**src/hw/rt_pkg.sv**
```systemverilog
package rt_pkg;

  // Q16.16 fixed point.
  localparam int FRAC_BITS = 16;

  // Register stages in pcalc_math.
  localparam int MATH_LATENCY = 3;

  typedef logic signed [31:0] fixed_t;

  typedef logic [7:0] ray_id_t;

  typedef logic [11:0] tri_id_t;

  // Free slots reported by the output FIFO.
  typedef logic [2:0] credit_t;

  typedef struct packed {
    fixed_t x;
    fixed_t y;
    fixed_t z;
  } vector_t;

  typedef struct packed {
    vector_t origin;
    vector_t dir;
  } ray_vec_t;

  // Scheduler to hit-point stage.
  typedef struct packed {
    ray_id_t  ray_id;
    tri_id_t  tri_id;
    ray_vec_t ray_vec;
    fixed_t   t_int;
  } rs_to_pcalc_t;

  // Hit-point stage to shader.
  typedef struct packed {
    ray_id_t ray_id;
    tri_id_t tri_id;
    vector_t p_int;
  } pcalc_to_shader_t;

  // Sideband word that rides next to the math pipeline.
  typedef struct packed {
    ray_id_t ray_id;
    tri_id_t tri_id;
  } pcalc_id_t;

endpackage

```
**src/hw/fifo.sv**
```systemverilog
`timescale 1ns/1ps

module fifo
  import rt_pkg::*;
#(
  parameter int DEPTH = 6,
  parameter int WIDTH = 116
) (
  input  logic             clk,
  input  logic             reset,
  input  logic [WIDTH-1:0] data_in,
  input  logic             we,
  input  logic             re,
  output logic [WIDTH-1:0] data_out,
  output logic             full,
  output logic             empty,
  output credit_t          num_left_in_fifo
);

  localparam int PTR_W = (DEPTH > 1) ? $clog2(DEPTH) : 1;

  logic [WIDTH-1:0] mem [DEPTH];
  logic [PTR_W-1:0] wr_ptr;
  logic [PTR_W-1:0] rd_ptr;
  credit_t          count;
  logic             do_wr;
  logic             do_rd;

  function automatic logic [PTR_W-1:0] ptr_inc(input logic [PTR_W-1:0] p);
    if (p == PTR_W'(DEPTH - 1)) begin
      return '0;
    end
    return p + 1'b1;
  endfunction

  assign full             = (count == credit_t'(DEPTH));
  assign empty            = (count == '0);
  assign num_left_in_fifo = credit_t'(DEPTH) - count;

  assign do_rd = re & ~empty;
  assign do_wr = we & (~full | do_rd); // Full slot frees up on a read.

  always_ff @(posedge clk) begin
    if (do_wr) begin
      mem[wr_ptr] <= data_in;
    end
  end

  always_ff @(posedge clk) begin
    if (reset) begin
      wr_ptr <= '0;
      rd_ptr <= '0;
      count  <= '0;
    end else begin
      if (do_wr) begin
        wr_ptr <= ptr_inc(wr_ptr);
      end
      if (do_rd) begin
        rd_ptr <= ptr_inc(rd_ptr);
      end
      case ({do_wr, do_rd})
        2'b10:   count <= count + 1'b1;
        2'b01:   count <= count - 1'b1;
        default: count <= count;
      endcase
    end
  end

  assign data_out = mem[rd_ptr]; // Head entry, valid while not empty.

endmodule

```
**config.mk**
```make
export PLATFORM = sky130hd
export DESIGN_NAME = fifo
export DESIGN_NICKNAME = d
export VERILOG_FILES = /design/src/hw/rt_pkg.sv /design/src/hw/fifo.sv
export SDC_FILE = /design/constraint.sdc
export NUM_CORES = 1
export LEC_CHECK = 0
export BUFFER_PORTS_ARGS = -buffer_cell sky130_fd_sc_hd__buf_2
export CORE_ASPECT_RATIO = 1.75
export CORE_MARGIN = 3
export CORE_UTILIZATION = 35
export CTS_BUF_LIST = sky130_fd_sc_hd__clkbuf_16
export CTS_CLUSTER_DIAMETER = 100
export CTS_CLUSTER_SIZE = 20
export DETAILED_ROUTE_END_ITERATION = 10
export SLEW_MARGIN = 20
export SYNTH_ARGS = -nofsm -noshare
export SYNTH_HDL_FRONTEND = slang
export SYNTH_SLANG_ARGS = --single-unit
```
**constraint.sdc**
```tcl
create_clock -name clk -period 20.5 [get_ports clk]
set_clock_uncertainty 0.1 [all_clocks]
set_input_delay 4.1 -clock clk [delete_from_list [all_inputs] [get_ports clk]]
set_output_delay 4.1 -clock clk [all_outputs]
set_load 0.01 [all_outputs]
```
Word-level counts from Yosys, hierarchy flattened:

Memories as Yosys holds them, arrays and structs flattened. A register that Yosys moved wholly into a read port is not among the register bits.
Cells that the tools add are included.

* memories kept: 1
* RAM bits: 696
* output and inout bits: 121
* word-level logic and storage cells: 36
* bits in registers: 9

Memories
* mem: words 6, width 116, read ports 1, clocked after memory_dff 1, write ports 1, RTL line fifo.sv:22 `logic [WIDTH-1:0] mem [DEPTH];`

* bitwise gates (word level): 5
* add/sub/neg operators: 5
* reductions and logical operators: 2
* mux-type cells: 15
* equal/unequal tests: 5

Operators with widths (number)
* $mux 3: 6
* $add 3x1->3 const B: 3
* $eq 3x3->1 const B: 3
* $mux 1: 8
* $pmux 3 s2: 1
* $logic_not 3->1: 1
* $sub 3x1->3 const B: 1
* $sub 3x3->3 const A: 1
* $and 1x1->1: 2
* $eq 2x1->1 const B: 1
* $eq 2x2->1 const B: 1
* $not 1->1: 2
* $reduce_bool 2->1: 1
* $or 1x1->1: 1

Depth between registers and ports, before layout:

* depth after elaboration: 8
* mapped depth: 10
* depth with buffers taken out: 10

Worst setup path before layout:

OpenSTA, ideal clock, no wires.

* kind: in2reg
* start point: in re
* end point: mem mem[2][0], enable pin
* stages: 3
* path buffers: 0
* library setup time: 0.916 ns
* data arrival time: 16.119 ns
* path slack: 3.365 ns
* cell sequence: nand3b_1 nand2_1 nor4b_1

* longest elaborated chain between the ends: 5

RTL lines
* start: declaration: RTL line fifo.sv:13 `input logic re,`
* $and 1x1->1: RTL line fifo.sv:40 `assign do_rd = re & ~empty;`
* $or 1x1->1: RTL line fifo.sv:41 `assign do_wr = we & (~full | do_rd);`
* $and 1x1->1: RTL line fifo.sv:41
* $mux 1: RTL line fifo.sv:44 `if (do_wr) begin`
* $mux 1 (implied by the code): RTL line fifo.sv:45 `mem[wr_ptr] <= data_in;`
* end: declaration: RTL line fifo.sv:22

Every way passes these cells.

==> key figures <==
Critical path
  • RR Endpoint: mem[3][97]$_DFFE_PP_
  • Worst R2R Path Depth: 7
  • Endpoint class of the critical path: primary output
  • CP Launch Type: flop
  • R2R setup slack: 17.03 ns
  • Crit path arrival time: approximately 4 ns
  • WP data required: 16.30 ns
  • Crit-path max FO: roughly 100
  • Launch point of the worst reg-to-reg path: count[0]$_SDFFE_PP0P_
  • Crit path to: data_out[75]
  • Worst setup path class: flop to primary output

Die
  • Die Ht: 371 um
  • Initial core utilization: 35.4%
  • Die ar.: 0.0796 mm^2
  • Core area: about 0.075 mm^2
  • Top Ports: 241
  • Die width: 215 um
  • # rows: 133

Finish
  • P&R area growth vs syn: 13.0%
  • Final #Nets: 1,657
  • Fin area: 0.0301 mm^2
  • Area occupied by multi-input gates: 0.00515 mm^2
  • Register Area: 0.0212 mm^2
  • Layout cells sized above 1: 28.0%
  • Commonest non-fill, non-tap cell in the layout: edfxtp_1
  • Fillers: 6,751
  • Util after Layout: 40.0%
  • Commonest non-fill, non-tap cells in the layout: edfxtp_1 (696), buf_2 (240), nor2_1 (125), a21oi_1 (120)

Yosys
  • YS warnings: 0
  • Synth Instances: 1,299
  • Post-synth cell types: 35
  • Number of flops mapped to enable cells by yosys: 696
  • Synth Cell Area: 0.0267 mm^2
  • Sequential area share after synthesis: between 70 and 80%
  • Synth Net Count: 1,423
  • Ys flop type: edfxtp_1
  • Ys async rst share: 0%
  • Post-synthesis register bit count: 708
  • Post-Syn Area per Cell: 20.5 um^2

Clock network
  • Worst-Skew Late Latency: 0.57 ns
  • # hold bufs at CTS: 0
  • Cts repair resizes: 0
  • CTS Buf Count: 41
  • Reg clk slew, reported paths: 0.08 ns
  • Clock root buffer: clkbuf_16
  • Clk sinks: approximately 710
  • Max clock buf depth: 3
  • # Post-CTS Setup Buffers: 0
  • CTS H-tree lvls: 2
  • TritonCTS clock tree: done

STA
  • Slew Limit Fails: 0
  • Final setup fails: 0
  • Final Hold Viols: 0
  • Fin crit share: 40.2%
  • Fmax: 121 MHz
  • Min Tclk post-route: approximately 8 ns
  • Fin Setup TNS: 0 ns
  • Slew @ Worst Pin: 1.10 ns
  • Worst slew margin: 26.8%
  • RSZ-0062 raised after global routing: no

Global route
  • First-pass GRT wire length: 83,900 um
  • Vias in the first global route: 13,700
  • Global-route usage over all layers: 13.8%
  • Largest net degree at the start of global routing: 117
  • Total congestion overflow: 0
  • Initial antenna violation count: 13

Placement
  • DP Area: 0.0290 mm^2
  • PortBufs: 240
  • Global placer's final weighted congestion: 0.690
  • Final HPWL DP: 29,700 um

Route
  • DRC viols: 0
  • WL final: 55,000 um
  • Total number of vias: 12,500
  • Vias per inst: 4.90
  • First drt pass iteration count: 5
  • Initial DRC Count: about 740
  • Antenna Nets Post-Route: 0
  • WL per Instance: 21.5 um

Power
  • Tot Pwr: roughly 3.1 mW
  • Peak VDD IR: 0.0808 mV
  • Pwr Density: 104 mW/mm^2
  • LEAKAGE: around 9.7 nW

Min path
  • Worst min path class: flop to flop

Run status
  • Outcome: finished clean

Job
  • MaxCap Viol Count: 0
worst max-delay path: stages, from the launching register on:
cell and delay (ns):
dfxtp_4 0.81, buf_12 0.50, buf_4 0.76, mux4_2 0.59
nor2_1 0.11, a21oi_1 0.07, buf_2 0.19
state kept, by name (all words and copies together) (netlist names), named ones only:
register / cells
wr_ptr: 3
mem: 696
count: 3
rd_ptr: 3
metrics by stage:
step / hold WS, ns / std cells / worst slack, ns
after floorplan: 0.349 / 1299 / 3.37
after detailed placement: 0.370 / 2502 / 12.86
after global placement: 0.355 / 2502 / 12.91
final: 0.379 / 2558 / 12.27
after CTS: 0.382 / 2554 / 12.21
after global routing: 0.413 / 2556 / 11.94
how the worst min path moves through the flow:
| stage | startpoint | end | slack, ns | depth (start not counted) |
|---|---|---|---|---|
| after floorplan | rd_ptr[1]$_SDFFE_PP0N_ | flop | 0.35 | 2 |
| after global placement | rd_ptr[2]$_SDFFE_PP0N_ | flop | 0.36 | 2 |
| after detailed placement | rd_ptr[1]$_SDFFE_PP0N_ | flop | 0.37 | 2 |
| after CTS | rd_ptr[1]$_SDFFE_PP0N_ | flop | 0.38 | 2 |
| after global routing | rd_ptr[1]$_SDFFE_PP0N_ | flop | 0.41 | 2 |
| final | rd_ptr[1]$_SDFFE_PP0N_ | flop | 0.38 | 2 |
cells in the mapped netlist (all sizes together), types with 2 or more instances:
cell | n | area [um^2]
nand3 | 3 | 15.0
mux4 | 116 | 2610
mux2i | 116 | 1160
edfxtp | 696 | 20900
or3 | 3 | 18.8
mux2 | 2 | 22.5
inv | 9 | 33.8
nor3 | 2 | 15.0
nor2 | 125 | 469
clkbuf | 30 | 116
ha | 3 | 37.5
a21oi | 120 | 601
xnor2 | 3 | 26.3
dfxtp | 12 | 240
buf | 37 | 240
nand2 | 8 | 30.0
or3b | 2 | 17.5
area by class of cell:
type                       instances  area share [%]
sequential                       708            70.2
multi-input combinational        515            17.1
timing repair buffer             258            4.56
tap                             1012            4.20
clock buffer                      43            3.57
clock inverter                     9           0.154
inverter                           9           0.145
antenna                            4          0.0332
per-layer routing:
layer	GRT usage, %	vias to the layer above	wire [um]
met5	0	-	123
met4	4.33	18	1440
met3	3.50	74	3190
met1	16.5	6504	22000
met2	24.5	280	28200
li1	-	5654	-
power by group:
group / internal, mW / leakage [nW] / switching, mW
combinational: 0.299 / 2.63 / 0.340
sequential: 1.65 / 6.45 / 0.0357
clock: 0.377 / 0.574 / 0.438
total: 2.32 / 9.65 / 0.813
logic make-up after synthesis:
kind of cell	count (synthesis)	synth area share [%]
compound gates	123	2.33
xor+xnor	3	0.0986
fa+ha+maj	4	0.216
buf+inv	76	1.46
flops	708	79.3
mux	234	14.2
simple gates	151	2.34
(Power assumes the default switching activity.)
