**src/hw/rt_pkg.sv**
```systemverilog
package rt_pkg;

  // Q16.16 fixed point.
  localparam int FRAC_BITS = 16;

  // Register stages in pcalc_math.
  localparam int MATH_LATENCY = 3;

  typedef logic signed [31:0] fixed_t;

  typedef logic [7:0] ray_id_t;

  typedef logic [11:0] tri_id_t;

  // Free slots reported by the output FIFO.
  typedef logic [2:0] credit_t;

  typedef struct packed {
    fixed_t x;
    fixed_t y;
    fixed_t z;
  } vector_t;

  typedef struct packed {
    vector_t origin;
    vector_t dir;
  } ray_vec_t;

  // Scheduler to hit-point stage.
  typedef struct packed {
    ray_id_t  ray_id;
    tri_id_t  tri_id;
    ray_vec_t ray_vec;
    fixed_t   t_int;
  } rs_to_pcalc_t;

  // Hit-point stage to shader.
  typedef struct packed {
    ray_id_t ray_id;
    tri_id_t tri_id;
    vector_t p_int;
  } pcalc_to_shader_t;

  // Sideband word that rides next to the math pipeline.
  typedef struct packed {
    ray_id_t ray_id;
    tri_id_t tri_id;
  } pcalc_id_t;

endpackage

```
**src/hw/pipe_valid_stall.sv**
```systemverilog
`timescale 1ns/1ps

module pipe_valid_stall
  import rt_pkg::*;
#(
  parameter int WIDTH = 20,
  parameter int DEPTH = 3
) (
  input  logic             clk,
  input  logic             reset,
  input  logic             us_valid,
  input  logic [WIDTH-1:0] us_data,
  output logic             us_stall,
  output logic             ds_valid,
  output logic [WIDTH-1:0] ds_data,
  input  credit_t          num_left_in_fifo
);

  localparam int CNT_W = $clog2(DEPTH + 1);

  logic [DEPTH-1:0] valid_q;
  logic [WIDTH-1:0] data_q [DEPTH];
  logic [CNT_W-1:0] in_flight;
  logic             accept;

  // Every item in flight already owns a FIFO slot.
  assign us_stall = (32'(in_flight) >= 32'(num_left_in_fifo));
  assign accept   = us_valid & ~us_stall;

  always_ff @(posedge clk) begin
    if (reset) begin
      valid_q <= '0;
    end else begin
      valid_q[0] <= accept;
      for (int i = 1; i < DEPTH; i++) begin
        valid_q[i] <= valid_q[i-1];
      end
    end
  end

  always_ff @(posedge clk) begin
    data_q[0] <= us_data;
    for (int i = 1; i < DEPTH; i++) begin
      data_q[i] <= data_q[i-1];
    end
  end

  // One in at the head, one out at the tail.
  always_ff @(posedge clk) begin
    if (reset) begin
      in_flight <= '0;
    end else begin
      in_flight <= in_flight + CNT_W'(accept) - CNT_W'(valid_q[DEPTH-1]);
    end
  end

  assign ds_valid = valid_q[DEPTH-1];
  assign ds_data  = data_q[DEPTH-1];

endmodule

```
**config.mk**
```make
export PLATFORM = sky130hd
export DESIGN_NAME = pipe_valid_stall
export DESIGN_NICKNAME = d
export VERILOG_FILES = /design/src/hw/rt_pkg.sv /design/src/hw/pipe_valid_stall.sv
export SDC_FILE = /design/constraint.sdc
export NUM_CORES = 1
export LEC_CHECK = 0
export ABC_CLOCK_PERIOD_IN_PS = 3060
export BUFFER_PORTS_ARGS = -buffer_cell sky130_fd_sc_hd__buf_4
export CORE_MARGIN = 10
export CORE_UTILIZATION = 52
export DETAILED_ROUTE_END_ITERATION = 8
export GPL_TIMING_DRIVEN = 0
export PLACE_DENSITY = 0.85
export SLEW_MARGIN = 15
export SYNTH_ARGS = -nofsm -noshare
export SYNTH_HDL_FRONTEND = slang
export SYNTH_SLANG_ARGS = --single-unit
```
**constraint.sdc**
```tcl
create_clock -name clk -period 3.06 [get_ports clk]
set_clock_uncertainty 0.1 [all_clocks]
set_input_delay 0.459 -clock clk [delete_from_list [all_inputs] [get_ports clk]]
set_output_delay 0.459 -clock clk [all_outputs]
set_load 0.05 [all_outputs]
```
== Word-level counts from Yosys, hierarchy flattened ==
Memories as Yosys holds them, arrays and structs flattened.
Index checks and enable logic that the tools add are counted.

* Memories kept: 1
* Latch bits: 0
* Bits of input ports: 26
* Memory bits (read-only): 0
* Bits in registers: 5
* RAM bits: 60

* Divide/modulo/power cells: 0
* Muxes and demuxes: 0
* Magnitude comparators: 1
* Add/subtract/negate cells: 2
* Bitwise gates (word level): 2
* $mul: 0
* Shifts and indexed selects: 0
* Reductions and logical operators: 0
* Equal/unequal tests: 0

{| class="wikitable"
|+ Memories
! memory !! words !! bits a word !! read ports !! clocked after memory_dff !! wr ports !! line !! text
|-
| data_q || 3 || 20 || 3 || 0 || 3 || pipe_valid_stall.sv:22 || <nowiki>logic [WIDTH-1:0] data_q [DEPTH];</nowiki>
|}

{| class="wikitable"
|+ Operators by type and width
! operator !! count
|-
| >= comparator 2 x 3 -> 1 bit || 1
|-
| adder 2 x 1 -> 2 bit || 1
|-
| subtractor 2 x 1 -> 2 bit || 1
|-
| bitwise AND 1 bit || 1
|-
| inverter 1 bit || 1
|}

== Logic depth before layout (Yosys ltp) ==
Gate-level depths: netlist of run 1.

* Word-level depth: 5
* Mapped depth: 10

== Worst setup path before layout of run 1 ==
Ideal clock, no wire load.

* Path kind: input to register
* From: in num_left_in_fifo[1]
* To: reg in_flight[1]
* Setup time: 0.115 ns
* Arrival time: 2.027 ns
* Buffers on the path: 0
* Slack: 0.819 ns
* Cell stages on the path: 10
* Cell sequence: inv_1 > ha_1 > nor2b_1 > a221o_1 > ha_1 > inv_1 > ha_1 > xor2_1 > xnor2_1 > nor2_1

* Cells in the longest elaborated chain, start to end: 5

{| class="wikitable"
|+ RTL lines
! what !! line !! text
|-
| start: declaration || pipe_valid_stall.sv:16 || <nowiki>input credit_t num_left_in_fifo</nowiki>
|-
| >= comparator 2 x 3 -> 1 bit || pipe_valid_stall.sv:27 || <nowiki>assign us_stall = (32'(in_flight) >= 32'(num_left_in_fifo));</nowiki>
|-
| inverter 1 bit || pipe_valid_stall.sv:28 || <nowiki>assign accept = us_valid & ~us_stall;</nowiki>
|-
| bitwise AND 1 bit || pipe_valid_stall.sv:28 ||
|-
| adder 2 x 1 -> 2 bit || pipe_valid_stall.sv:53 || <nowiki>in_flight <= in_flight + CNT_W'(accept) - CNT_W'(valid_q[DEPTH-1]);</nowiki>
|-
| subtractor 2 x 1 -> 2 bit || pipe_valid_stall.sv:53 ||
|-
| end signal: assignment || pipe_valid_stall.sv:53 ||
|-
| end: declaration || pipe_valid_stall.sv:23 || <nowiki>logic [CNT_W-1:0] in_flight;</nowiki>
|}

Every way passes these cells.
A chain may end at the register's enable or synchronous reset.

== Worst setup path in the final report of run 1 ==
* From: reg in_flight[0]
* To: reg in_flight[1]

* Cells in the longest elaborated chain, start to end: 5

{| class="wikitable"
|+ RTL lines
! what !! line
|-
| >= comparator 2 x 3 -> 1 bit || pipe_valid_stall.sv:27
|-
| inverter 1 bit || pipe_valid_stall.sv:28
|-
| bitwise AND 1 bit || pipe_valid_stall.sv:28
|-
| adder 2 x 1 -> 2 bit * || pipe_valid_stall.sv:53
|-
| subtractor 2 x 1 -> 2 bit * || pipe_valid_stall.sv:53
|}

Every way passes the cells marked *; elsewhere a longest branch is shown, timed or not.

==> flow_metrics.env, run 1 <==
export IMPL_drive_gt1_frac=0.4911
export IMPL_maxSlewHeadroom=0.8942
export IMPL_core_area_sq_um=3003
export IMPL_num_io_pins=48
export IMPL_die_area_sq_um=5690
export IMPL_synth_commonest_cells="dfxtp_1 (65), buf_4 (20), inv_1 (5)"
export IMPL_fillers=199
export IMPL_synth_edff_count=0
export IMPL_synthMuxAreaShare=0
export IMPL_avgSynthCellArea_sq_um=15.07
export IMPL_start_util=0.5321
export IMPL_yosys_most_used_dff="dfxtp_1"
export IMPL_post_route_period_util=0.7417
export IMPL_start_kind="flop"
export IMPL_crit_type="reg -> reg"
export IMPL_post_place_ws_ns=0.6024
export IMPL_critPathMaxFanout=2
export IMPL_rsz0062_at_grt="false"
export IMPL_cts_tree="done"
export IMPL_synthXorXnorAreaFrac=0.01096
export IMPL_async_reset_ff_frac=0
export IMPL_cts_sinks=65
export IMPL_synthTopCellsByArea="dfxtp_1 (81%), buf_4 (9.4%), ha_1 (3.1%)"
export IMPL_synth_seq_cells=65
export IMPL_holdWs_ns=0.07819
export IMPL_finalWeightedCongestion=0.6265
export IMPL_rows=20
export IMPL_worstSkewPairLatency_ns=0.37
export IMPL_max_freq_mhz=440.6
export IMPL_synthesis_area_sq_um=1598
export IMPL_grt_max_degree=12
export IMPL_drv_cap=0
export IMPL_synth_compound_area_frac=0.009397
export IMPL_drt_first_iter_violations=22
export IMPL_cts_resized=0
export IMPL_syn_nets=136
export IMPL_layout_setup_ws_ns=0.7903
export IMPL_cts_made_buffers=9
export IMPL_routedWlPerCell_um=12.74
export IMPL_period_needed_ns=2.270
export IMPL_cts_buffer_depth=2
export IMPL_drtAntennaViolNets=0
export IMPL_finalMaxSlewViolations=0
export IMPL_nets=194
export IMPL_required_ns=3.23
export IMPL_grt_pass1_wl_mm=3.995
export IMPL_syn_inst=106
export IMPL_grt_usage=0.1018
export IMPL_setup_viol=0
export IMPL_tightest_slew_ns=0.1581
export IMPL_yosysTopAreaCell="dfxtp_1"
export IMPL_hold_viol=0
export IMPL_synthAdderAreaFrac=0.03132
export IMPL_clk_pin_slew_ns=0.10
export IMPL_yosys_area_share_simple=0.02819
export IMPL_via_count=842
export IMPL_cts_htree_levels=3
export IMPL_hp_class="in -> reg"
export IMPL_end_kind="flop"
export IMPL_synth_most_common_cell="dfxtp_1"
export IMPL_ys_seq_area_frac=0.8144
export IMPL_worst_ep_arrival_time_ns=2.44
export IMPL_die_w_um=75.43
export IMPL_cts_root_buf="clkbuf_4"
export IMPL_drc=0
export IMPL_wirelength_mm=2.574
export IMPL_setup_tns_final_ns=0
export IMPL_dpl_hpwl_mm=2.019
export IMPL_io_buffers=47
export IMPL_antenna_found_initial=0
export IMPL_num_antenna_cells=0
export IMPL_post_cts_buffers=0
export IMPL_synth_top_cell_area_share=0.8144
export IMPL_power_density_nw_per_um2=786.9
export IMPL_ys_types=12
export IMPL_yosysWarnings=0
export IMPL_synth_top_family_by_area="buffers and inverters"
export IMPL_syn2layout_area_growth_pct=34.93
export IMPL_dr_pass1_iters=2
export IMPL_irDropWorstVdd_v=0.0006157
export IMPL_dieHeight_um=75.43
export IMPL_cts_hold_buf=0
export IMPL_grt_overflow=0
export IMPL_power_leakage_nw=1.049
export IMPL_vias_per_cell=4.168
export IMPL_grt_pass1_vias=918
export IMPL_status="completed"
## layout by cell type (no fill, tap or decap)
cell	count
nor2b_1	4
clkinv_2	2
nor2_2	1
bufinv_16	2
nor2_1	2
clkbuf_8	1
buf_4	67
a21oi_1	1
ha_1	4
xnor2_1	1
inv_1	5
clkinv_4	1
xor2_1	1
a221o_1	1
dfxtp_1	65
nand2b_1	1
clkbuf_1	1
clkbuf_4	9
## critical path, stage by stage (launching register included)
cell      delay, ns
dfxtp_1        0.36
inv_1          0.06
ha_1           0.27
nand2b_1       0.16
a221o_1        0.33
ha_1           0.28
inv_1          0.07
ha_1           0.17
xor2_1         0.18
xnor2_1        0.14
nor2_1         0.05
## through the flow
stage	utilization	std cells	power (mW)	cell area, sq um
after global placement	0.6633	186	1.086	1992
after CTS	0.7179	202	1.719	2156
after floorplan	-	106	1.031	1598
after global routing	0.7179	202	1.771	2156
final	0.7179	202	1.696	2156
after detailed placement	0.6633	186	1.098	1992
## worst paths after layout
kind,startpoint,to,slack (ns),cells after the start
max,in_flight[0],in_flight[1],0.79,10
min,us_data[7],data_q[0][7],0.08,1
max reg2reg,in_flight[0],in_flight[1],0.79,10
min reg2reg,data_q[0][31],data_q[0][51],0.23,0
## kinds of logic after synthesis
kind of cell    after synthesis
flops                        65
buf+inv                      25
simple gates                  8
fa+ha+maj                     4
compound gates                2
xor+xnor                      2
## sequential cells by signal (all words and copies together), names as in the netlist
register   count
data_q        60
in_flight      2
valid_q        3
## power breakdown
| part | internal [mW] | switching [mW] | total [mW] |
|---|---|---|---|
| Combinational | 0.0747 | 0.0919 | 0.167 |
| Sequential | 0.895 | 0.0145 | 0.909 |
| Clock | 0.353 | 0.267 | 0.621 |
## routing by layer
| layer | routed length (um) | global-route usage | part of all wire |
|---|---|---|---|
| met1 | 795 | 0.07638 | 0.31 |
| met2 | 1466 | 0.1841 | 0.57 |
| met3 | 248 | 0.05729 | 0.096 |
| met4 | 63 | 0.08041 | 0.024 |
| met5 | 0 | 0 | 0 |
## layout make-up
cell class	instances	area, sq um	area share
Tap cell	33	41.29	0.01915
Sequential cell	65	1301	0.6036
Clock inverter	5	78.83	0.03656
Multi-Input combinational cell	16	127.6	0.05920
Clock buffer	11	85.08	0.03947
Buffer	20	150.1	0.06965
Timing Repair Buffer	47	352.8	0.1637
Inverter	5	18.77	0.008706
Note: power is estimated with default switching activity, not from simulation.
==> inputs of run 2 (changes only) <==
Settings changed: ABC_CLOCK_PERIOD_IN_PS 3060 to 2130, CORE_UTILIZATION 52 to 48, PLACE_DENSITY 0.85 to 0.79.
Clock period 3.06 ns to 2.13 ns, I/O delays scaled along.
==> flow_metrics.env, run 2 (synthesis gave the netlist of run 1 again) <==
export IMPL_status="finished with violations"
export IMPL_violations="negative setup slack"
export IMPL_io_buffers=47
export IMPL_antenna_found_initial=0
export IMPL_nets=218
export IMPL_die_w_um=77.70
export IMPL_place_inst=197
export IMPL_finalWeightedCongestion=0.5986
export IMPL_via_count=918
export IMPL_period_needed_ns=2.163
export IMPL_setup_tns_final_ns=-0.03337
export IMPL_start_util=0.5108
export IMPL_cts_buffer_depth=2
export IMPL_tightest_slew_ns=0.1518
export IMPL_cts_sinks=65
export IMPL_cts_made_buffers=9
export IMPL_crit_chain="inv_2, ha_4, nand2b_4, a221o_1, ha_1, inv_1, ha_2, xor2_1, xnor2_1, nor2_1"
export IMPL_required_ns=2.30
export IMPL_worst_ep_arrival_time_ns=2.34
export IMPL_core_area_sq_um=3128
export IMPL_vias_per_cell=3.873
export IMPL_grt_overflow=0
export IMPL_start_kind="flop"
export IMPL_cts_root_buf="clkbuf_4"
export IMPL_hold_viol=0
export IMPL_post_route_period_util=1.016
export IMPL_clk_pin_slew_ns=0.10
export IMPL_grt_pass1_wl_mm=4.533
export IMPL_rows=20
export IMPL_max_freq_mhz=462.2
export IMPL_setup_viol=1
export IMPL_drv_cap=0
export IMPL_cts_htree_levels=3
export IMPL_fin_cells=237
export IMPL_num_antenna_cells=0
export IMPL_layout_setup_ws_ns=-0.03337
export IMPL_layout_commonest_cell="buf_4"
export IMPL_dr_pass1_iters=4
export IMPL_mostFrequentLayoutCells="buf_4 (69), dfxtp_1 (63), dlygate4sd3_1 (21)"
export IMPL_worst_path_max_delay_cell="dfxtp_2"
export IMPL_power_mw=2.550
export IMPL_dpl_hpwl_mm=1.846
export IMPL_end_kind="flop"
export IMPL_power_density_nw_per_um2=1042
export IMPL_finalMaxSlewViolations=0
export IMPL_die_area_sq_um=6037
export IMPL_crit_type="reg -> reg"
export IMPL_cts_tree="done"
export IMPL_fin_util=0.7820
export IMPL_maxSlewHeadroom=0.8984
export IMPL_grt_pass1_vias=995
export IMPL_irDropWorstVdd_v=0.0006943
export IMPL_critPathMaxFanout=2
export IMPL_slowest_delay_ns=0.35
export IMPL_routedWlPerCell_um=12.56
export IMPL_drc=0
export IMPL_largest_register="data_q"
export IMPL_drtAntennaViolNets=0
export IMPL_largest_register_ffs=60
export IMPL_wirelength_mm=2.976
export IMPL_grt_max_degree=11
export IMPL_dieHeight_um=77.70
export IMPL_rsz0062_at_grt="true"
export IMPL_power_leakage_nw=1.153
export IMPL_hp_class="reg -> reg"
export IMPL_drt_first_iter_violations=38
export IMPL_drive_gt1_frac=0.4715
export IMPL_worstSkewPairLatency_ns=0.38
export IMPL_syn2layout_area_growth_pct=53.09
export IMPL_largestRegisters="data_q (60), valid_q (3), in_flight (2)"
export IMPL_num_io_pins=48
export IMPL_grt_usage=0.1040
## run 2: layer usage
metal	share of wire	global-route usage
met2	0.53	0.1874
met1	0.35	0.08145
met5	0	0
met3	0.098	0.07488
met4	0.016	0.04927
## run 2: final cells by class
cell class / instances / area (sq um)
Multi-Input combinational cell: 16 / 162.7
Timing Repair Buffer: 71 / 589.3
Clock inverter: 2 / 60.06
Sequential cell: 65 / 1304
Tap cell: 44 / 55.05
Clock buffer: 14 / 106.4
Buffer: 20 / 150.1
Fill cell: 198 / 681.9
Inverter: 5 / 18.77
## run 2: worst max-delay path: cells and delay by family (launching register included)
| kind | cells | cell delay (ns) |
|---|---|---|
| XOR/XNOR | 2 | 0.30 |
| flip-flops | 1 | 0.35 |
| buffers and inverters | 2 | 0.11 |
| AND/OR/NAND/NOR | 2 | 0.19 |
| AO/OA/AOI/OAI | 1 | 0.33 |
| adder cells (fa/ha/maj) | 3 | 0.65 |
## run 2: timing repair
item | CTS | global route
setup buffers | 3 | 0
gates resized for setup | 5 | 3
setup endpoints to repair | 1 | 3
endpoints found under the hold margin | 20 | 4
hold buffers | 20 | 1
pin swaps | 6 | 7
## run 2: where the power goes
part	internal (mW)	switching, mW
logic	0.156	0.147
clock network	0.544	0.395
registers	1.29	0.0204
total	1.99	0.563
## run 2: final timing paths
check	endpoint	start	slack, ns	cells past startpoint
hold / removal	data_q[0][53]	data_q[0][33]	0.23	0
setup / recovery	in_flight[1]	in_flight[0]	-0.03	10
setup reg to reg	in_flight[1]	in_flight[0]	-0.03	10
hold reg to reg	data_q[0][53]	data_q[0][33]	0.23	0
## run 2: stage by stage
stage	setup WS, ns	area, sq um	hold WS (ns)
3_3_place_gp	-0.1091	2006	0.2105
4_1_cts	-0.07599	2419	0.00007888
5_1_grt	-0.1225	2446	0.2366
2_1_floorplan	0.02812	1598	0.2096
6_report	-0.03337	2446	0.2329
3_5_place_dp	-0.1623	2006	0.2121
==> inputs of run 3 (changes only) <==
Settings changed: PLACE_DENSITY 0.79 to default, PLACE_DENSITY_LB_ADDON from default to 0.25, RECOVER_POWER from default to 100, SKIP_LAST_GASP from default to 1.
==> flow_metrics.env, run 3 (synthesis gave the netlist of run 1 again) <==
export IMPL_die_w_um=77.70
export IMPL_irDropWorstVdd_v=0.0006783
export IMPL_io_buffers=47
export IMPL_pwr_share_comb=0.126
export IMPL_required_ns=2.30
export IMPL_routedWlPerCell_um=11.63
export IMPL_slowest_delay_ns=0.35
export IMPL_largestRegisters="data_q (60), valid_q (3), in_flight (2)"
export IMPL_cts_buffer_depth=2
export IMPL_pwr_share_seq=0.551
export IMPL_cts_sinks=65
export IMPL_via_count=896
export IMPL_drc=0
export IMPL_wirelength_mm=2.756
export IMPL_cp_endpoint="in_flight[1]"
export IMPL_num_io_pins=48
export IMPL_cts_root_buf="clkbuf_4"
export IMPL_mostFrequentLayoutCells="dfxtp_1 (63), buf_4 (30), clkbuf_4 (29)"
export IMPL_grt_max_degree=11
export IMPL_fillers=229
export IMPL_syn2layout_area_growth_pct=48.08
export IMPL_max_freq_mhz=481.7
export IMPL_drv_cap=0
export IMPL_drt_first_iter_violations=25
export IMPL_dr_pass1_iters=3
export IMPL_power_density_nw_per_um2=1002
export IMPL_p_clk_frac=0.323
export IMPL_crit_type="reg -> reg"
export IMPL_startpoint="in_flight[0]"
export IMPL_dpl_hpwl_mm=1.764
export IMPL_maxSlewHeadroom=0.5845
export IMPL_worstSkewPairLatency_ns=0.37
export IMPL_largest_register_ffs=60
export IMPL_tightest_slew_ns=0.6260
export IMPL_dieHeight_um=77.70
export IMPL_grt_pass1_vias=1007
export IMPL_period_needed_ns=2.076
export IMPL_p_sw_uw=543.9
export IMPL_swShare=0.2295
export IMPL_intPower_mw=1.826
export IMPL_clk_pin_slew_ns=0.09
export IMPL_vias_per_cell=3.781
export IMPL_start_kind="flop"
export IMPL_holdWs_ns=0.2292
export IMPL_drtAntennaViolNets=0
export IMPL_rr_endpoint="in_flight[1]"
export IMPL_die_area_sq_um=6037
export IMPL_hp_class="reg -> reg"
export IMPL_drive_gt1_frac=0.3886
export IMPL_ff2ff_setup_slack_ns=0.05
export IMPL_finalWeightedCongestion=0.6597
export IMPL_finalMaxSlewViolations=0
export IMPL_hold_viol=0
export IMPL_layout_commonest_cell="dfxtp_1"
export IMPL_nets=219
export IMPL_crit_chain="inv_2, ha_4, nand2b_4, a221o_1, ha_1, inv_2, ha_4, xor2_2, xnor2_1, nor2_1"
export IMPL_post_route_period_util=0.9747
export IMPL_cts_made_buffers=9
export IMPL_rows=20
export IMPL_largest_register="data_q"
export IMPL_setup_tns_final_ns=0
export IMPL_critPathMaxFanout=2
export IMPL_worstRegToRegCells=10
export IMPL_worst_ep_arrival_time_ns=2.25
export IMPL_worst_path_max_delay_cell="dfxtp_2"
export IMPL_power_leakage_nw=1.067
export IMPL_grt_pass1_wl_mm=4.491
export IMPL_regToRegStartpoint="in_flight[0]"
export IMPL_rsz0062_at_grt="true"
export IMPL_core_area_sq_um=3128
export IMPL_end_kind="flop"
export IMPL_setup_viol=0
export IMPL_start_util=0.5108
export IMPL_status="completed"
export IMPL_cts_htree_levels=3
export IMPL_antenna_found_initial=0
export IMPL_grt_overflow=0
export IMPL_cts_tree="done"
export IMPL_num_antenna_cells=0
export IMPL_grt_usage=0.09674
-- run 3: changes by cell type in the layout (fill, tap and decap cells not counted), sizes merged --
cell	previous run	this run
buf	70	30
bufinv	2	0
clkbuf	14	55
clkinvlp	0	1
-- run 3: timing repair --
action,in CTS,in global routing
endpoints found under the setup margin,1,1
hold endpoints to repair,20,3
pin swaps,6,7
hold buffers,20,1
buffers inserted,2,2
gates resized for setup,5,5
-- run 3: power groups by stage --
stage	registers [mW]	logic [mW]	clock network [mW]
2_1_floorplan	1.33	0.154	0
3_3_place_gp	1.33	0.231	0
3_5_place_dp	1.33	0.239	0
4_1_cts	1.31	0.294	0.793
5_1_grt	1.31	0.325	0.852
6_report	1.31	0.299	0.765
-- run 3: metal layers --
layer  GRT usage  part of all wire  up-vias
li1            -                 -      472
met3     0.06452             0.099        6
met1     0.08464              0.36      382
met5           0                 0        -
met2      0.1575              0.52       36
met4     0.06752             0.019        0
-- run 3: cell type report --
type                            instances  area [sq um]  share of cell area
Sequential cell                        65          1304              0.5510
Timing Repair Buffer                   72         514.2              0.2173
Multi-Input combinational cell         16         180.2             0.07615
Buffer                                 20         150.1             0.06346
Clock buffer                           14         136.4             0.05764
Tap cell                               44         55.05             0.02327
Inverter                                5         18.77            0.007932
Clock inverter                          1         7.507            0.003173
-- run 3: critical path, delay by kind of cell (launching register included) --
kind | cells | cell delay (ns)
adders and majority gates | 3 | 0.63
DFF | 1 | 0.35
AOI/OAI and AO/OA | 1 | 0.33
xor gates and xnor gates | 2 | 0.27
and+or+nand+nor | 2 | 0.18
buffers and inverters | 2 | 0.12
-- run 3: metrics by stage --
| stage | area (sq um) | power [mW] | cells | util | setup WS (ns) |
|---|---|---|---|---|---|
| global placement | 2006 | 1.560 | 197 | 0.6412 | -0.1144 |
| detailed placement | 2006 | 1.572 | 197 | 0.6412 | -0.1395 |
| floorplan | 1598 | 1.482 | 106 | - | 0.02812 |
| global route | 2366 | 2.490 | 237 | 0.7564 | -0.03829 |
| CTS | 2389 | 2.392 | 234 | 0.7636 | -0.03109 |
| finish | 2366 | 2.370 | 237 | 0.7564 | 0.05393 |
-- run 3: worst min path at each step --
stage	startpoint	endpoint	slack [ns]	cells past startpoint
2_1_floorplan	data_q[0][0]	data_q[0][20]	0.21	0
3_3_place_gp	data_q[0][16]	data_q[0][36]	0.21	0
3_5_place_dp	data_q[0][7]	data_q[0][27]	0.21	0
4_1_cts	reset	valid_q[0]	0.001	2
5_1_grt	data_q[0][35]	data_q[0][55]	0.23	0
6_report	data_q[0][34]	data_q[0][54]	0.23	0
